**config.mk**
```make
export PLATFORM = sky130hd
export DESIGN_NAME = display_timing_flat
export DESIGN_NICKNAME = d
export VERILOG_FILES = /design/src/logic/display_pkg.sv /design/src/logic/scan_if.sv /design/src/logic/display_timing.sv /design/src/flat_wrapper.sv
export SDC_FILE = /design/constraint.sdc
export NUM_CORES = 1
export LEC_CHECK = 0
export BUFFER_PORTS_ARGS = -buffer_cell sky130_fd_sc_hd__buf_4
export CAP_MARGIN = 5
export CORE_MARGIN = 8
export CORE_UTILIZATION = 53
export DETAILED_ROUTE_END_ITERATION = 10
export HOLD_SLACK_MARGIN = 0.06
export PLACE_DENSITY = 0.78
export SLEW_MARGIN = 20
export SYNTH_ARGS = -nofsm -noshare
export SYNTH_HDL_FRONTEND = slang
export SYNTH_SLANG_ARGS = --single-unit
```
**constraint.sdc**
```tcl
create_clock -name clk -period 1.9 [get_ports clk]
set_input_delay 0.19 -clock clk [delete_from_list [all_inputs] [get_ports clk]]
set_output_delay 0.19 -clock clk [all_outputs]
set_load 0.05 [all_outputs]
```
**src/logic/display_pkg.sv**
```systemverilog
// Raster timing, address map and register definitions shared by the display blocks
package display_pkg;

    // Horizontal timing in pixel clocks
    localparam int h_active = 640;
    localparam int h_front = 16;
    localparam int h_sync = 96;
    localparam int h_back = 48;
    localparam int h_total = h_active + h_front + h_sync + h_back;

    // Vertical timing in lines
    localparam int v_active = 480;
    localparam int v_front = 10;
    localparam int v_sync = 2;
    localparam int v_back = 33;
    localparam int v_total = v_active + v_front + v_sync + v_back;

    // 400 picture lines centred in the 480 active lines
    localparam int border_lines = 40;

    // Text mode cells per row
    localparam int text_cols = 80;

    // Graphics mode layout, odd lines live in the upper half of the buffer
    localparam int gfx_line_words = 40;
    localparam int gfx_odd_base = 4096;

    // Frame buffer window at B8000, selected by address bits 19..14
    localparam logic [5:0] fb_base = 6'b101110;

    // Register window, four words starting at byte 3D0
    localparam logic [19:0] reg_base = 20'h003d0;

    // Register index, taken from address bits 2..1
    typedef enum logic [1:0] {
        // bit0 graphics enable, bit1 cursor enable
        reg_mode = 2'd0,
        // Cell index of the hardware cursor
        reg_cursor_pos = 2'd1,
        // Start scan row in bits 2..0, end scan row in bits 10..8
        reg_cursor_shape = 2'd2,
        // Background colour, palette set and intensity
        reg_palette = 2'd3
    } reg_index_e;

endpackage

```
**src/logic/scan_if.sv**
```systemverilog
// Raster position and blanking flags broadcast by the timing generator
`timescale 1ns/100ps

interface scan_if;

    // Position relative to the top left of the picture
    logic [9:0] row;
    logic [9:0] col;
    // Active low syncs
    logic hsync;
    logic vsync;
    // Outside the 640x480 active area
    logic is_blank;
    // Active lines above or below the picture
    logic is_border;

    modport source (
        output row, col, hsync, vsync, is_blank, is_border
    );

    modport sink (
        input row, col, hsync, vsync, is_blank, is_border
    );

endinterface

```
**src/logic/display_timing.sv**
```systemverilog
// 640x480 raster counters producing syncs, blanking, border and picture position
`timescale 1ns/100ps

module display_timing (
    input logic clk,
    input logic rst_n,
    scan_if.source scan
);

    logic [9:0] h_count;
    logic [9:0] v_count;
    logic line_end;
    logic active_line;

    assign line_end = h_count == 10'(display_pkg::h_total - 1);

    always_ff @(posedge clk) begin
        if (!rst_n) begin
            h_count <= '0;
            v_count <= '0;
        end else begin
            h_count <= line_end ? '0 : h_count + 10'd1;
            if (line_end) begin
                if (v_count == 10'(display_pkg::v_total - 1))
                    v_count <= '0;
                else
                    v_count <= v_count + 10'd1;
            end
        end
    end

    assign active_line = v_count < 10'(display_pkg::v_active);

    // Syncs are low during the pulse
    assign scan.hsync = !(h_count >= 10'(display_pkg::h_active + display_pkg::h_front) &&
        h_count < 10'(display_pkg::h_active + display_pkg::h_front + display_pkg::h_sync));
    assign scan.vsync = !(v_count >= 10'(display_pkg::v_active + display_pkg::v_front) &&
        v_count < 10'(display_pkg::v_active + display_pkg::v_front + display_pkg::v_sync));

    assign scan.is_blank = !active_line || h_count >= 10'(display_pkg::h_active);
    assign scan.is_border = active_line &&
        (v_count < 10'(display_pkg::border_lines) ||
         v_count >= 10'(display_pkg::v_active - display_pkg::border_lines));

    // Row wraps on the top border, those lines are masked downstream
    assign scan.row = v_count - 10'(display_pkg::border_lines);
    assign scan.col = h_count;

    col_in_range: assert property (@(posedge clk) disable iff (!rst_n)
        h_count < 10'(display_pkg::h_total));

endmodule

```
**src/flat_wrapper.sv**
```systemverilog
// flat-port wrapper written by rule: the top's interface ports become plain ports
module display_timing_flat 
  (clk, rst_n, scan_row, scan_col, scan_hsync, scan_vsync, scan_is_blank, scan_is_border);
  scan_if scan_i ();
  input logic clk;
  input logic rst_n;
  output wire logic [$bits(scan_i.row)-1:0] scan_row;
  output wire logic [$bits(scan_i.col)-1:0] scan_col;
  output wire logic [$bits(scan_i.hsync)-1:0] scan_hsync;
  output wire logic [$bits(scan_i.vsync)-1:0] scan_vsync;
  output wire logic [$bits(scan_i.is_blank)-1:0] scan_is_blank;
  output wire logic [$bits(scan_i.is_border)-1:0] scan_is_border;
  assign scan_row = scan_i.row;
  assign scan_col = scan_i.col;
  assign scan_hsync = scan_i.hsync;
  assign scan_vsync = scan_i.vsync;
  assign scan_is_blank = scan_i.is_blank;
  assign scan_is_border = scan_i.is_border;
  display_timing u_core (.clk(clk), .rst_n(rst_n), .scan(scan_i));
endmodule
```
==> metrics.cfg, run 1 <==
[route]
via_count=1084
drt_iter0_drc=21
viasPerCell=5.50
drcViolationCount=0
dr.pass1.iters=4
wl_um=2740
wl_per_cell_um=13.9
postRouteAntennaNets=0

[critical_path]
crit_chain=inv_2 -> or4_1 -> or3_4 -> buf_8
critPathRequiredTime_ps=1710
r2r-end=u_core.v_count[8]
r2r_start=u_core.v_count[0]
max_stage_delay_ps=490
cp-end-kind=primary output
reg2regPathDepth=5
slowest_stage=or4_1
cp_max_fo=2
regToRegSetupSlack_ps=130
path_buf_inv=2
cp_top_family=simple AND/OR/NAND/NOR gates
crit_arrival_ps=1690
critPathLaunchType=register
worstSetupPathType=register to primary output

[clock_network]
clock_latency_ps=310
root_buffer=clkbuf_4
clk_pin_slew_ps=120
htreeDepth=1
cts_tree=yes
cts.sinks=20
cts-hold-fix-buffers=0
cts_buffers=3
cts_buffer_depth=2

[yosys]
avgSynthCellArea_um2=8.39
synth.distinct_cells=34
syn_inst=143
netlist_area_um2=1200
yosys_warnings=0
synth_top_cell_by_area=dfxtp_1
syn_nets=152
netlist.area_leader.share_pct=33.4
synth_top_family_by_area=simple AND/OR/NAND/NOR gates
synthMuxAreaShare_pct=0
ys_async_sr_fraction_pct=0
synthXorXnorAreaFrac_pct=10.9
ys_top_cells_by_area=dfxtp_1 33%, ha_1 7.3%, xor2_1 5.8%, xnor2_1 5.1%, nor2_1 3.8%
ys_ff_latch=20
synth_compound_area_share_pct=11.7
ys.flop_type=dfxtp_1
synthAdderAreaFrac_pct=7.30
synth-simple-area-share_pct=28.8
ys_seq_area_share_pct=33.4
synth_edf_count=0

[floorplanning]
core.rowCount=17
initial_core_util_pct=55.3
design.die.area_um2=4040
pin_count=26
die_w_um=63.6
core_um2=2170
dieHeight_um=63.6

[timing]
rsz0062_at_grt=yes
slew_violations=0
worst_pin_slew_ps=350
finalClockSkew_ps=7.73
maxSlewHeadroom_pct=76.6
fin_crit_sh_pct=99.1
fmax_mhz=531
hold_viol=0
period_minus_slack_ps=1880
setup_violations=0

[job]
cap_violations=0

[pwr]
powerDensity_nw_per_um2=534
irDropWorstVdd_v=0.000542
leakagePower_nw=0.626
finalPower_uw=830

[worst_hold_path]
hp-start=rst_n
holdPathEnd=u_core.scan.col[4]
hp-class=primary input to register
holdPathStages=2

[global_routing]
grt_max_degree=13
grt_antenna_before_repair=0
overflow=0
grt_pass1_vias=1053
globalRouteTotalUtil_pct=13.5
grt_pass1_wl_um=4680

[finish]
drive_gt1_share_pct=34.3
syn_to_final_growth_pct=29.5
diodes=0
finalNetCount=179
fin_util_pct=71.6

[placed_design]
finalWeightedCongestion=0.773
dp_hpwl_um=2010
port_buffers=25

[outcome]
status=completed

## timing repair
item | CTS | global route
setup endpoints to repair | 4 | 6
pin swaps | 0 | 0
buffers inserted | 1 | 1
resized for setup | 10 | 12
## worst max path at each step
stage	slack, ps	startpoint	end	depth (start not counted)
final	20	u_core.v_count[1]	scan_vsync	4
after global routing	-30	u_core.v_count[1]	scan_vsync	4
after CTS	0.6	u_core.v_count[4]	scan_is_border	5
after detailed placement	120	u_core.scan.col[0]	u_core.v_count[8]	5
after global placement	190	u_core.scan.col[0]	u_core.v_count[8]	5
after floorplan	-30	u_core.v_count[3]	scan_row[7]	5
## sequential cells by signal, indices dropped and copies added (netlist names)
name / flops
u_core.v_count: 10
u_core.scan.col: 10
## worst reg2reg max path: cells and delay by family (launching register included)
family | cells | cell delay, ps
AO/OA/AOI/OAI | 1 | 140
adder cells (fa/ha/maj) | 1 | 210
flip-flops | 1 | 470
AND/OR/NAND/NOR | 3 | 900
## power breakdown
part | leakage [nW] | internal [mW] | switching (mW)
combinational | 0.432 | 0.0164 | 0.0317
clock | 0.0279 | 0.213 | 0.138
sequential | 0.166 | 0.422 | 0.00723
## cell families after synthesis
group,after synthesis
compound gates,23
flops,20
simple gates,61
fa+ha+maj,7
xor+xnor,15
buf+inv,17
## cell usage in the layout, fill, tap and decap left out, types with 5 or more instances in the layout
cell / n
nand3_1: 5
ha_1: 6
nand4_1: 6
a21oi_1: 6
nor2_1: 12
or3_1: 5
xnor2_1: 5
dfxtp_1: 12
xor2_1: 7
o21ai_0: 5
nand2_1: 11
buf_4: 27
dfxtp_2: 6
inv_1: 8
## Yosys cell counts (all sizes together) (2+ instances only)
master / count
inv: 9
or3: 6
buf: 7
nand2: 11
and3: 4
nand3: 6
or4: 3
o21ai: 8
ha: 7
nor2: 12
and2: 3
dfxtp: 20
xnor2: 7
nand4: 6
o21ba: 2
a21oi: 7
a21boi: 2
and4: 3
xor2: 8
nor3: 4
## final cells by class
type / count / area [um^2]
repair buffers: 30 / 240
inverters: 9 / 33.8
clock buffers: 3 / 22.5
fillers: 170 / 616
multi-input cells: 106 / 777
clock inverters: 1 / 30.0
flip-flops and latches: 20 / 415
well taps: 28 / 35.0
## routing by layer
metal	GRT usage, %	part of all wire (%)
met1	15.4	44
met2	23.8	50
met3	2.83	4.7
met4	5.01	1.1
met5	0	0
## through the flow
stage	std cells	cell area [um^2]	hold slack [ps]	setup WS, ps	TNS, ps
6_report	197	1550	140	17.1	0
5_1_grt	197	1550	152	-27.9	-27.9
4_1_cts	196	1510	142	0.551	0
3_5_place_dp	191	1430	447	124	0
3_3_place_gp	191	1430	438	193	0
2_1_floorplan	143	1240	312	-29.6	-29.6
Power figures use the tool's default switching activity.
==> run 2, diff against run 1 <==
--- a/config.mk
+++ b/config.mk
@@ -8,11 +8,11 @@
 export BUFFER_PORTS_ARGS = -buffer_cell sky130_fd_sc_hd__buf_4
 export CAP_MARGIN = 5
 export CORE_MARGIN = 8
-export CORE_UTILIZATION = 53
+export CORE_UTILIZATION = 40
 export DETAILED_ROUTE_END_ITERATION = 10
 export HOLD_SLACK_MARGIN = 0.06
-export PLACE_DENSITY = 0.78
-export SLEW_MARGIN = 20
+export PLACE_DENSITY_LB_ADDON = 0.08
+export SLEW_MARGIN = 5
 export SYNTH_ARGS = -nofsm -noshare
 export SYNTH_HDL_FRONTEND = slang
 export SYNTH_SLANG_ARGS = --single-unit
==> metrics.cfg, run 2 (synthesis gave the netlist of run 1 again) <==
[outcome]
status=completed

[route]
via_count=1082  ; -0.18%
drcViolationCount=0  ; unchanged
postRouteAntennaNets=0  ; unchanged
wl_per_cell_um=14.4  ; +3.6%
viasPerCell=5.30  ; -3.6%
dr.pass1.iters=5  ; +1
wl_um=2940  ; +7.3%
drt_iter0_drc=44  ; +110%

[placed_design]
finalWeightedCongestion=0.795  ; +2.9%
port_buffers=25  ; unchanged
dp_hpwl_um=2300  ; +14%
placed_cell_area_um2=1450  ; +2.0%

[floorplanning]
core.rowCount=20  ; +3
design.die.area_um2=5010  ; +24%
dieHeight_um=70.8  ; +11%
core_um2=2950  ; +36%
die_w_um=70.8  ; +11%
initial_core_util_pct=40.6  ; -15 points
pin_count=26  ; unchanged

[timing]
period_minus_slack_ps=1880  ; +0.822 ps
rsz0062_at_grt=yes
hold_viol=0  ; unchanged
maxSlewHeadroom_pct=78.4  ; +1.8 points
setup_violations=0  ; unchanged
fmax_mhz=531  ; about the same
slew_violations=0  ; unchanged
fin_crit_sh_pct=99.1  ; about the same
worst_pin_slew_ps=323  ; -27.3 ps
hold_ws_ps=154  ; +14.8 ps
finalClockSkew_ps=2.28  ; -5.44 ps

[finish]
final_area_um2=1550  ; -0.32%
multiInputGateArea_um2=762  ; -1.9%
layout_commonest_cell=buf_4
fillCellCount=303  ; +78%
finalNetCount=181  ; +1.1%
syn_to_final_growth_pct=29.1
final_cell_mix=30 x buf_4, 13 x dfxtp_1, 12 x nor2_1
fin_util_pct=52.5  ; -19 points
diodes=0  ; unchanged
drive_gt1_share_pct=33.3  ; -0.99 points
regArea_um2=412  ; -0.90%

[critical_path]
crit_arrival_ps=1690  ; about the same
slowest_stage=or4_1
cp_max_fo=2  ; unchanged
crit_chain=inv_1 -> or4_1 -> or3_1 -> buf_6
max_stage_delay_ps=480  ; about the same
critPathRequiredTime_ps=1710  ; about the same
critPathLaunchType=register
worstSetupPathType=register to primary output
cp-end-kind=primary output

[global_routing]
grt_max_degree=13  ; unchanged
overflow=0  ; unchanged
grt_antenna_before_repair=0  ; unchanged
grt_pass1_vias=1048  ; -0.47%
globalRouteTotalUtil_pct=11.5  ; -2.0 points
grt_pass1_wl_um=4780  ; +2.2%

[clock_network]
cts.sinks=20  ; unchanged
cts_buffer_depth=2  ; unchanged
cts_tree=yes
clk_pin_slew_ps=120  ; about the same
cts-hold-fix-buffers=0  ; unchanged
cts_buffers=3  ; unchanged
clock_latency_ps=300  ; about the same
htreeDepth=1  ; unchanged
root_buffer=clkbuf_4

[pwr]
finalPower_uw=836  ; +0.77%
irDropWorstVdd_v=0.000279  ; -49%
leakagePower_nw=0.629  ; +0.55%
powerDensity_nw_per_um2=540  ; +1.1%

[worst_hold_path]
hp-class=primary input to register

[job]
cap_violations=0  ; unchanged

==> run 2: cell types whose count changed in the layout (fill, tap and decap cells not counted), sizes merged <==
cell	delta
buf	+2
==> run 2: per-stage QoR <==
stage | cells | setup WS (ps) | TNS [ps]
2_1_floorplan | 143 | -29.6 | -29.6
3_3_place_gp | 199 | 172 | 0
3_5_place_dp | 199 | 111 | 0
4_1_cts | 204 | -16.6 | -16.6
5_1_grt | 204 | -49.5 | -116
6_report | 204 | 16.3 | 0
==> run 2: final timing paths <==
kind                                    startpoint                  to  slack (ps)  cells past startpoint
worst max-delay path             u_core.v_count[1]          scan_vsync          20                      4
worst min-delay path                         rst_n  u_core.scan.col[4]         150                      2
worst max register to register   u_core.v_count[0]   u_core.v_count[8]         110                      5
worst min register to register  u_core.scan.col[0]  u_core.scan.col[0]         470                      1
==> run 2: critical path: cells and delay by family (launching register included) <==
kind | cells | cell delay [ps]
buffers and inverters | 2 | 210
DFF | 1 | 370
and+or+nand+nor | 2 | 810
==> run 2: repair_timing <==
item	in CTS	in global routing
endpoints found under the hold margin	0	0
setup endpoints to repair	4	10
resized for setup	10	5
buffers inserted	1	0
==> run 2: layout make-up <==
cell class | count | area share, %
multi-input combinational | 106 | 49.2
sequential | 20 | 26.6
timing repair buffer | 32 | 16.0
tap | 33 | 2.67
inverter | 9 | 2.18
clock inverter | 1 | 1.94
clock buffer | 3 | 1.45
==> run 2: layer usage <==
metal  up-vias  routed length, um  global-route usage (%)
li1        550                  -                       -
met1       503               1280                    12.4
met2        27               1470                    20.7
met3         2                173                    3.53
met4         0                 20                    3.93
met5         -                  0                       0
==> run 2: where the power goes <==
group          internal (mW)  leakage [nW]  switching [mW]  total [mW]
clock network          0.213        0.0279           0.140       0.353
registers              0.424         0.165         0.00577       0.430
logic                 0.0188         0.436          0.0344      0.0532
