`src/logic/scan_if.sv`:
```
// Raster position and blanking flags broadcast by the timing generator
`timescale 1ns/100ps

interface scan_if;

    // Position relative to the top left of the picture
    logic [9:0] row;
    logic [9:0] col;
    // Active low syncs
    logic hsync;
    logic vsync;
    // Outside the 640x480 active area
    logic is_blank;
    // Active lines above or below the picture
    logic is_border;

    modport source (
        output row, col, hsync, vsync, is_blank, is_border
    );

    modport sink (
        input row, col, hsync, vsync, is_blank, is_border
    );

endinterface

```
`src/logic/pixel_out.sv`:
```
// Output stage with palette lookup, aligning syncs and blanking to the pixel data
`timescale 1ns/100ps

module pixel_out (
    input logic clk,
    input logic rst_n,
    scan_if.sink scan,
    input logic graphics_enabled,
    input logic [1:0] graphics_colour,
    input logic [3:0] palette_bg,
    input logic palette_set,
    input logic palette_intensity,
    input logic [7:0] glyph_in,
    input logic [3:0] foreground_in,
    input logic [3:0] background_in,
    input logic cursor_in,
    output logic [7:0] glyph,
    output logic [3:0] foreground,
    output logic [3:0] background,
    output logic render_cursor,
    output logic hsync,
    output logic vsync,
    output logic de,
    output logic [3:0] colour
);

    logic hsync_s1;
    logic vsync_s1;
    logic de_s1;
    logic [3:0] mapped;

    // Pixel 0 shows the background and 1..3 pick from the selected palette set
    assign mapped = graphics_colour == 2'b00 ? palette_bg :
        {palette_intensity, graphics_colour, palette_set};

    always_ff @(posedge clk) begin
        if (!rst_n) begin
            hsync_s1 <= 1'b1;
            vsync_s1 <= 1'b1;
            de_s1 <= 1'b0;
            hsync <= 1'b1;
            vsync <= 1'b1;
            de <= 1'b0;
            glyph <= '0;
            foreground <= '0;
            background <= '0;
            render_cursor <= 1'b0;
            colour <= '0;
        end else begin
            hsync_s1 <= scan.hsync;
            vsync_s1 <= scan.vsync;
            de_s1 <= !scan.is_blank;
            hsync <= hsync_s1;
            vsync <= vsync_s1;
            de <= de_s1;
            glyph <= glyph_in;
            foreground <= foreground_in;
            background <= background_in;
            render_cursor <= cursor_in;
            // Border shows the background colour and blanking shows black
            colour <= (graphics_enabled && de_s1) ? mapped : 4'h0;
        end
    end

    // Sync pulses sit inside the blanking interval
    sync_in_blanking: assert property (@(posedge clk) disable iff (!rst_n)
        de |-> hsync && vsync);

endmodule

```
`src/flat_wrapper.sv`:
```
// flat-port wrapper written by rule: the top's interface ports become plain ports
module pixel_out_flat 
  (clk, rst_n, graphics_enabled, graphics_colour, palette_bg, palette_set, palette_intensity, glyph_in, foreground_in, background_in, cursor_in, glyph, foreground, background, render_cursor, hsync, vsync, de, colour, scan_row, scan_col, scan_hsync, scan_vsync, scan_is_blank, scan_is_border);
  scan_if scan_i ();
  input logic clk;
  input logic rst_n;
  input logic graphics_enabled;
  input logic [1:0] graphics_colour;
  input logic [3:0] palette_bg;
  input logic palette_set;
  input logic palette_intensity;
  input logic [7:0] glyph_in;
  input logic [3:0] foreground_in;
  input logic [3:0] background_in;
  input logic cursor_in;
  output logic [7:0] glyph;
  output logic [3:0] foreground;
  output logic [3:0] background;
  output logic render_cursor;
  output logic hsync;
  output logic vsync;
  output logic de;
  output logic [3:0] colour;
  input wire logic [$bits(scan_i.row)-1:0] scan_row;
  input wire logic [$bits(scan_i.col)-1:0] scan_col;
  input wire logic [$bits(scan_i.hsync)-1:0] scan_hsync;
  input wire logic [$bits(scan_i.vsync)-1:0] scan_vsync;
  input wire logic [$bits(scan_i.is_blank)-1:0] scan_is_blank;
  input wire logic [$bits(scan_i.is_border)-1:0] scan_is_border;
  assign scan_i.row = scan_row;
  assign scan_i.col = scan_col;
  assign scan_i.hsync = scan_hsync;
  assign scan_i.vsync = scan_vsync;
  assign scan_i.is_blank = scan_is_blank;
  assign scan_i.is_border = scan_is_border;
  pixel_out u_core (.clk(clk), .rst_n(rst_n), .scan(scan_i), .graphics_enabled(graphics_enabled), .graphics_colour(graphics_colour), .palette_bg(palette_bg), .palette_set(palette_set), .palette_intensity(palette_intensity), .glyph_in(glyph_in), .foreground_in(foreground_in), .background_in(background_in), .cursor_in(cursor_in), .glyph(glyph), .foreground(foreground), .background(background), .render_cursor(render_cursor), .hsync(hsync), .vsync(vsync), .de(de), .colour(colour));
endmodule
```
`config.mk`:
```
export PLATFORM = sky130hd
export DESIGN_NAME = pixel_out_flat
export DESIGN_NICKNAME = d
export VERILOG_FILES = /design/src/logic/scan_if.sv /design/src/logic/pixel_out.sv /design/src/flat_wrapper.sv
export SDC_FILE = /design/constraint.sdc
export NUM_CORES = 1
export LEC_CHECK = 0
export BUFFER_PORTS_ARGS = -buffer_cell sky130_fd_sc_hd__buf_2
export CAP_MARGIN = 10
export CORE_MARGIN = 1.5
export CORE_UTILIZATION = 37
export CTS_CLUSTER_DIAMETER = 30
export DETAILED_ROUTE_END_ITERATION = 6
export PLACE_DENSITY = 0.82
export SLEW_MARGIN = 0
export SYNTH_ARGS = -nofsm -noshare
export SYNTH_HDL_FRONTEND = slang
export SYNTH_SLANG_ARGS = --single-unit
export TNS_END_PERCENT = 1
```
`constraint.sdc`:
```
create_clock -name clk -period 2.4 [get_ports clk]
set_clock_uncertainty 0.1 [all_clocks]
set_input_delay 0.48 -clock clk [delete_from_list [all_inputs] [get_ports clk]]
set_output_delay 0.48 -clock clk [all_outputs]
set_load 0.005 [all_outputs]
```
==> out/summary.txt, run 1 <==
Outcome - finished, final reports clean
Switching part of the total - 20.4%
Initial Util - 39.9%
Area Growth Syn to Fin - 40.1%
CP Launch Type - flip-flop
Fmax - 0.754 GHz
Seq cells post-synth - 27
Core Box Area - 0.00200 sq mm
Aggregate global routing overflow - 0
Clock network power share - 24.5%
# rows - 16
Worst r2r src - u_core.de_s1$_SDFF_PN0_
Synth warn - 0
WP buf/inv - 1
Initial DRC count - 0
Most frequent cells in the layout - 54 x buf_2, 27 x dfxtp_1, 18 x and2_1
H-tree levels - 1
Antenna diodes - 0
Slew headroom - 78.6%
Clk Tree Root Cell - clkbuf_4
Die X - 49.5 um
Post-route ant nets - 0
Highest routed metal layer - met4
Routability cong. - 0.666
Hold Fails Final Rpt - 0
Met3 wire len - 123 um
Post-Route M1 WL - 544 um
First-pass DRT Iterations - 1
CP top delay family - flip-flops
Crit-path slowest cell - dfxtp_1
Dpl cell area - 0.00109 sq mm
Number of global-route vias before repair - 557
CP startpoint - u_core.foreground[2]$_SDFF_PN0_
WHS Path Cells - 2
Register area share after synthesis - 67.7%
Area leader, netlist - dfxtp_1
GR Util All Layers - 12.6%
Multi-input logic area - 239 sq um
Sequential fraction of design power - 65.9%
HP Class - in -> reg
Synth Cell Area - 798 sq um
Register area - 541 sq um
CTS tree - yes
Largest net degree at the start of global routing - 25
Clock insertion delay at the later pin of the skew report - 300 ps
Final Critical Period - 1330 ps
Path depth of the worst reg2reg path - 2
Clock transition at path regs - 130 ps
Ranking of synthesized cells by area - dfxtp_1 68%, and2_1 14%, a21oi_2 4.4%
Clock tree sinks - 27
Post-CTS Setup Inserts - 0
Initial antenna violation count - 0
Via-to-Cell Ratio - 4.06
Post-synth net total - 117
WL per Instance - 9.54 um
CP cell instances - buf_2
Yosys top cell area share - 67.7%
IO buf count - 54
Final setup violating endpoints - 0
WS Path Type - reg -> out
Mean Syn Cell Area - 12.3 sq um
Layout cell share with drive strength beyond 1 - 52.9%
RSZ-0062 raised after global routing - false
Slew @ Worst Pin - 321 ps
First-pass GRT wire length - 2.35 mm
Commonest non-fill, non-tap cell in the layout - buf_2
Max incr delay on CP - 340 ps
Inserted Clock Buffers - 3
Hold slack - 213 ps
Gates resized, CTS repair - 0
DRC errors left - 0
Post-layout net count - 174
Tcrit/Tclk final - 55.2%
Worst Path Arrival - 750 ps
Synth Instances - 65
CTS Buffer Depth - 2
Met2 wire len - 719 um
Nature of the critical path endpoint - output pin
Static Leak - 0.561 nW
Final Max Slew Viols - 0
# IOs - 76
# hold bufs at CTS - 0
Total internal power - 0.000573 W
Combinational share of power - 9.7%
Worst path required time - 1820 ps
Levels on crit path - 1
Max-cap violations - 0
Psw - 0.000147 W
Setup TNS - 0 ps
PwrDens - 643 mW/mm^2
Post-synth cell types - 12
Min-delay src - scan_is_blank
Post-layout instance area - 0.00112 sq mm
Die height - 49.5 um
Die Area - 0.00245 sq mm
Via count - 601
Filler Cell Count - 186
Worst vdd ir - 0.276 mV
Routed WL - 1.41 mm
Crit path max fanout - 1
[per-layer routing]
| metal | global-route usage [%] | vias to the layer above |
|---|---|---|
| li1 | - | 315 |
| met1 | 14.6 | 253 |
| met2 | 22.1 | 31 |
| met3 | 1.21 | 2 |
| met4 | 8.33 | 0 |
| met5 | 0 | - |
[kinds of logic after synthesis]
group,share of synthesized area [%]
buffers and inverters,2.35
AO/OA/AOI/OAI,5.64
AND/OR/NAND/NOR,24.3
flip-flops,67.7
[state kept, by name, indices dropped and copies added, names as in the netlist]
signal / cells
u_core.background: 4
u_core.colour: 4
u_core.de: 1
u_core.de_s1: 1
u_core.foreground: 4
u_core.glyph: 8
u_core.hsync: 1
u_core.hsync_s1: 1
u_core.render_cursor: 1
u_core.vsync: 1
u_core.vsync_s1: 1
[worst register-to-register path, delay by kind of cell, from the launching register on]
kind,cells,cell delay [ps]
AO/OA/AOI/OAI,1,120
AND/OR/NAND/NOR,1,110
flip-flops,1,390
[synth_stat cells, drive strengths merged]
library cell / n
a21oi: 4
and2: 18
buf: 1
clkbuf: 1
dfxtp: 27
inv: 2
nand2b: 6
nand3: 1
nor2b: 1
o21ai: 2
or3b: 2
[power by group through the flow]
stage | logic (W) | clock network, W | registers, W
global route | 0.0000785 | 0.000201 | 0.000476
CTS | 0.0000712 | 0.000187 | 0.000474
global placement | 0.0000684 | 0 | 0.000483
floorplan | 0.0000234 | 0 | 0.000487
detailed placement | 0.0000710 | 0 | 0.000484
finish | 0.0000695 | 0.000176 | 0.000474
[per-stage QoR]
| stage | utilization (%) | power [W] | worst slack (ps) | instances |
|---|---|---|---|---|
| after CTS | 55.9 | 0.000733 | 1050 | 148 |
| after floorplan | - | 0.000511 | 1280 | 65 |
| after global placement | 54.5 | 0.000552 | 1120 | 144 |
| final | 55.9 | 0.000720 | 1070 | 148 |
| after detailed placement | 54.5 | 0.000555 | 1100 | 144 |
| after global routing | 55.9 | 0.000756 | 1010 | 148 |
[final timing paths]
| path | to | slack (ps) |
|---|---|---|
| worst max-delay path | foreground[2] | 1070 |
| worst min-delay path | u_core.de_s1$_SDFF_PN0_ | 210 |
| worst max register to register | u_core.colour[3]$_SDFF_PN0_ | 1630 |
| worst min register to register | u_core.vsync$_SDFF_PN1_ | 330 |
[area by class of cell]
class | instances | area share (%)
Inverter | 2 | 0.671
Clock buffer | 3 | 2.01
Multi-Input combinational cell | 34 | 21.4
Timing Repair Buffer | 54 | 24.2
Tap cell | 27 | 3.02
Sequential cell | 27 | 48.3
Clock inverter | 1 | 0.447
(Power assumes the default switching activity.)
==> run 2: changes to the inputs <==
--- a/config.mk
+++ b/config.mk
@@ -8,10 +8,10 @@
 export BUFFER_PORTS_ARGS = -buffer_cell sky130_fd_sc_hd__buf_2
 export CAP_MARGIN = 10
 export CORE_MARGIN = 1.5
-export CORE_UTILIZATION = 37
+export CORE_UTILIZATION = 34
 export CTS_CLUSTER_DIAMETER = 30
 export DETAILED_ROUTE_END_ITERATION = 6
-export PLACE_DENSITY = 0.82
+export PLACE_DENSITY = 0.77
 export SLEW_MARGIN = 0
 export SYNTH_ARGS = -nofsm -noshare
 export SYNTH_HDL_FRONTEND = slang
==> constraint.sdc (replaced) <==
create_clock -name clk -period 1.3 [get_ports clk]
set_clock_uncertainty 0.1 [all_clocks]
set_input_delay 0.26 -clock clk [delete_from_list [all_inputs] [get_ports clk]]
set_output_delay 0.26 -clock clk [all_outputs]
set_load 0.005 [all_outputs]
==> out/summary.txt, run 2 (same netlist as run 1, synthesis figures left out) <==
Hold Fails Final Rpt - 0 (unchanged)
Static Leak - 0.570 nW (+1.5%)
Layout cell share with drive strength beyond 1 - 52.0% (-0.86 points)
# IOs - 76 (unchanged)
Gates resized, CTS repair - 0 (unchanged)
Psw - 0.000290 W (+97%)
Dpl hpwl - 1.15 mm
DRC errors left - 0 (unchanged)
CP cell instances - buf_2
CP startpoint - u_core.background[2]$_SDFF_PN0_
Filler Cell Count - 205 (+10%)
Core Box Area - 0.00221 sq mm (+10%)
Area Growth Syn to Fin - 42.8%
CTS tree - yes
WP buf/inv - 1 (unchanged)
Nature of the critical path endpoint - output pin
Aggregate global routing overflow - 0 (unchanged)
Slew headroom - 78.4% (-0.21 points)
Worst vdd ir - 0.548 mV (+99%)
Total internal power - 0.00106 W (+85%)
Outcome - finished, final reports clean
Crit-path slowest cell - dfxtp_1
Routed WL - 1.44 mm (+2.1%)
R2R Setup Slk - 530 ps (-1100 ps)
Tcrit/Tclk final - 85.6%
Switching part of the total - 21.4% (+1.0 points)
Die X - 51.5 um (+4.1%)
Max reg flops - 8 (unchanged)
Grt met3 use - 4.97% (+3.8 points)
RSZ-0062 raised after global routing - false
WS Path Type - reg -> out
Via count - 626 (+4.2%)
Final Critical Period - 1110 ps
Die height - 51.5 um (+4.1%)
Sequential fraction of design power - 64.8% (-1.1 points)
Most flops, register - u_core.glyph
Clock tree sinks - 27 (unchanged)
Routability cong. - 0.635 (-4.6%)
IO buf count - 54 (unchanged)
Slew @ Worst Pin - 324 ps (+3.12 ps)
Register area - 541 sq um (unchanged)
CTS Buffer Depth - 2 (unchanged)
Combinational share of power - 9.8% (about the same)
Initial antenna violation count - 0 (unchanged)
Path depth of the worst reg2reg path - 2 (unchanged)
Worst flop-to-flop path endpoint - u_core.colour[3]$_SDFF_PN0_
Met2 usage - 23.5% (+1.4 points)
Initial Util - 36.1% (-3.8 points)
Fin util - 51.5% (-4.3 points)
Via-to-Cell Ratio - 4.15 (+2.1%)
Fmax - 0.899 GHz
PwrDens - 1190 mW/mm^2 (+84%)
Post-CTS Setup Inserts - 0 (unchanged)
Clock insertion delay at the later pin of the skew report - 310 ps (about the same)
Initial DRC count - 5 (+5)
Max incr delay on CP - 330 ps (about the same)
First-pass GRT wire length - 2.26 mm (-3.5%)
Most frequent cells in the layout - 54 x buf_2, 27 x dfxtp_1, 18 x and2_1
Busiest grt layer - met2
HP Class - in -> reg
Worst path required time - 940 ps (-880 ps)
Levels on crit path - 1 (unchanged)
H-tree levels - 1 (unchanged)
Critical path endpoint - background[2]
Commonest non-fill, non-tap cell in the layout - buf_2
Crit path max fanout - 1 (unchanged)
GR Util All Layers - 11.5% (-1.1 points)
Worst Path Arrival - 750 ps (about the same)
Placed insts - 145 (+0.69%)
Max-cap violations - 0 (unchanged)
Post-Layout Cell Count - 151 (+2.0%)
First-pass DRT Iterations - 2 (+1)
Number of global-route vias before repair - 576 (+3.4%)
Overall power - 0.00135 W (+88%)
WL per Instance - 9.55 um (about the same)
Post-layout net count - 176 (+1.1%)
Post-route ant nets - 0 (unchanged)
Final setup violating endpoints - 0 (unchanged)
Setup TNS - 0 ps (unchanged)
Worst r2r src - u_core.de_s1$_SDFF_PN0_
Largest net degree at the start of global routing - 25 (unchanged)
Clock transition at path regs - 140 ps (about the same)
Inserted Clock Buffers - 3 (unchanged)
Clock network power share - 25.4% (+0.9 points)
CP Launch Type - flip-flop
Met1 Usage GRT - 9.84% (-4.8 points)
Clk Tree Root Cell - clkbuf_4
Multi-input logic area - 239 sq um (unchanged)
CP top delay family - flip-flops
Final Max Slew Viols - 0 (unchanged)
Antenna diodes - 0 (unchanged)
# rows - 17 (+1)
Die Area - 0.00265 sq mm (+8.3%)
[run 2: cell count changes in the layout (fill, tap and decap cells not counted)]
cell,change
dlygate4sd3_1,+2
[run 2: timing repair]
action                                  CTS  global route
endpoints found under the setup margin    0             0
hold buffers                              2             0
endpoints found under the hold margin     2             0
[run 2: area by class of cell]
type / instances / area share [%]
Timing Repair Buffer: 56 / 25.5
Clock buffer: 3 / 1.98
Multi-Input combinational cell: 34 / 21.0
Inverter: 2 / 0.659
Tap cell: 28 / 3.07
Sequential cell: 27 / 47.4
Clock inverter: 1 / 0.439
[run 2: worst min-delay path by stage]
stage,start,end,slack [ps],cells after the start
final,scan_vsync,u_core.vsync_s1$_SDFF_PN1_,20,2
after global placement,u_core.hsync_s1$_SDFF_PN1_,u_core.hsync$_SDFF_PN1_,290,1
after CTS,scan_vsync,u_core.vsync_s1$_SDFF_PN1_,6,2
after floorplan,scan_is_blank,u_core.de_s1$_SDFF_PN0_,230,1
after detailed placement,u_core.hsync_s1$_SDFF_PN1_,u_core.hsync$_SDFF_PN1_,290,1
after global routing,scan_vsync,u_core.vsync_s1$_SDFF_PN1_,10,2
[run 2: per-layer routing]
layer  wire length [um]  up-vias
met5                  0        -
met4                  0        0
met3                210        0
met2                665       42
met1                565      266
li1                   -      318
[run 2: stage by stage]
stage	hold slack, ps	cell area (sq um)	setup slack, ps
4_1_cts	6.24	1140	167
3_3_place_gp	292	1090	247
2_1_floorplan	232	798	396
5_1_grt	10.0	1140	129
6_report	16.2	1140	187
3_5_place_dp	294	1090	218
[run 2: power groups by stage]
stage          combinational [W]  clock [W]  sequential, W
6_report                0.000133   0.000343       0.000875
5_1_grt                 0.000150   0.000390       0.000879
4_1_cts                 0.000136   0.000362       0.000876
3_5_place_dp            0.000131          0       0.000894
3_3_place_gp            0.000127          0       0.000893
2_1_floorplan          0.0000432          0       0.000900
==> run 3: changes to the inputs <==
--- a/config.mk
+++ b/config.mk
@@ -12,6 +12,7 @@
 export CTS_CLUSTER_DIAMETER = 30
 export DETAILED_ROUTE_END_ITERATION = 6
 export PLACE_DENSITY = 0.77
+export RECOVER_POWER = 50
 export SLEW_MARGIN = 0
 export SYNTH_ARGS = -nofsm -noshare
 export SYNTH_HDL_FRONTEND = slang
==> out/summary.txt, run 3 (same netlist as run 1, synthesis figures left out) <==
Outcome - finished, final reports clean
Most flops, register - u_core.glyph
WL per Instance - 9.66 um (+1.1%)
Die Area - 0.00265 sq mm (unchanged)
Routed WL - 1.46 mm (+1.1%)
Dpl hpwl - 1.15 mm (unchanged)
Slew @ Worst Pin - 784 ps (+460 ps)
# IOs - 76 (unchanged)
Clock transition at path regs - 140 ps (about the same)
Post-Layout Cell Count - 151 (unchanged)
Die X - 51.5 um (unchanged)
Commonest non-fill, non-tap cell in the layout - buf_2
Final setup violating endpoints - 0 (unchanged)
Static Leak - 0.562 nW (-1.3%)
GR Util All Layers - 11.5% (unchanged)
Fin util - 51.0% (-0.57 points)
Aggregate global routing overflow - 0 (unchanged)
Initial DRC count - 6 (+1)
IO buf count - 54 (unchanged)
Initial antenna violation count - 0 (unchanged)
CTS Buffer Depth - 2 (unchanged)
Worst vdd ir - 0.547 mV (-0.11%)
Crit path max fanout - 1 (unchanged)
Number of global-route vias before repair - 576 (unchanged)
Routability cong. - 0.635 (unchanged)
Area Growth Syn to Fin - 41.2%
CP Launch Type - flip-flop
Tcrit/Tclk final - 85.5% (about the same)
Fmax - 0.899 GHz (about the same)
Antenna diodes - 0 (unchanged)
Crit-path slowest cell - dfxtp_1
H-tree levels - 1 (unchanged)
Die height - 51.5 um (unchanged)
Slew headroom - 47.7% (-31 points)
Largest net degree at the start of global routing - 25 (unchanged)
Most frequent cells in the layout - 53 x buf_2, 27 x dfxtp_1, 11 x and2_1
Nature of the critical path endpoint - output pin
Max reg flops - 8 (unchanged)
Layout cell share with drive strength beyond 1 - 48.8% (-3.3 points)
Via-to-Cell Ratio - 4.13 (-0.32%)
WS Path Type - reg -> out
Inserted Clock Buffers - 3 (unchanged)
Core Box Area - 0.00221 sq mm (unchanged)
Post-route ant nets - 0 (unchanged)
Clock insertion delay at the later pin of the skew report - 310 ps (about the same)
RSZ-0062 raised after global routing - false
Gates resized, CTS repair - 0 (unchanged)
Final Critical Period - 1110 ps (-0.570 ps)
CP top delay family - flip-flops
Worst Path Arrival - 750 ps (about the same)
Setup TNS - 0 ps (unchanged)
CP cell instances - buf_2
HP Class - in -> reg
Max incr delay on CP - 330 ps (about the same)
CTS tree - yes
Final Max Slew Viols - 0 (unchanged)
Placed insts - 145 (unchanged)
PwrDens - 1200 mW/mm^2 (+0.83%)
Clk Tree Root Cell - clkbuf_4
R2R Setup Slk - 490 ps (-40 ps)
Clock tree sinks - 27 (unchanged)
Via count - 624 (-0.32%)
Worst path required time - 940 ps (about the same)
Max-cap violations - 0 (unchanged)
Initial Util - 36.1% (unchanged)
WP buf/inv - 1 (unchanged)
First-pass DRT Iterations - 2 (unchanged)
Post-layout net count - 176 (unchanged)
DRC errors left - 0 (unchanged)
First-pass GRT wire length - 2.26 mm (unchanged)
Hold Fails Final Rpt - 0 (unchanged)
# rows - 17 (unchanged)
## run 3: final timing paths
kind                                         from                          end  cells past startpoint
setup reg to reg          u_core.de_s1$_SDFF_PN0_  u_core.colour[3]$_SDFF_PN0_                      2
hold reg to reg        u_core.vsync_s1$_SDFF_PN1_      u_core.vsync$_SDFF_PN1_                      1
hold / removal                         scan_vsync   u_core.vsync_s1$_SDFF_PN1_                      2
setup / recovery  u_core.background[2]$_SDFF_PN0_                background[2]                      1
## run 3: what timing repair did
item	4_1_cts	5_1_grt
setup buffers	0	0
endpoints found under the setup margin	0	0
hold buffers	2	0
hold endpoints to repair	2	0
## run 3: layout make-up
| type | count | area, sq um |
|---|---|---|
| tap | 28 | 35.0 |
| sequential | 27 | 541 |
| clock buffer | 3 | 22.5 |
| clock inverter | 1 | 5.00 |
| fill | 208 | 1080 |
| multi-input combinational | 34 | 228 |
| timing repair buffer | 56 | 289 |
| inverter | 2 | 7.51 |
## run 3: per-layer routing
metal	up-vias	wire length [um]	share of wire [%]	track usage (%)
met5	-	0	0	0
met4	0	0	0	2.63
met3	0	210	14	4.97
met2	42	677	46	23.5
met1	264	569	39	9.84
li1	318	-	-	-
## run 3: through the flow
stage | hold WS [ps] | total power [W] | area [sq um] | worst slack (ps)
after floorplan | 232 | 0.000943 | 798 | 396
after global placement | 292 | 0.00102 | 1090 | 247
after detailed placement | 294 | 0.00102 | 1090 | 218
after CTS | 6.24 | 0.00137 | 1140 | 167
after global routing | 10.0 | 0.00142 | 1130 | 129
final | 17.0 | 0.00135 | 1130 | 188
## run 3: power by group
group	internal [W]	switching, W	total (W)	leakage [nW]
Sequential	0.000866	0.00000878	0.000875	0.224
Combinational	0.0000789	0.0000504	0.000129	0.321
Clock	0.000115	0.000228	0.000343	0.0177
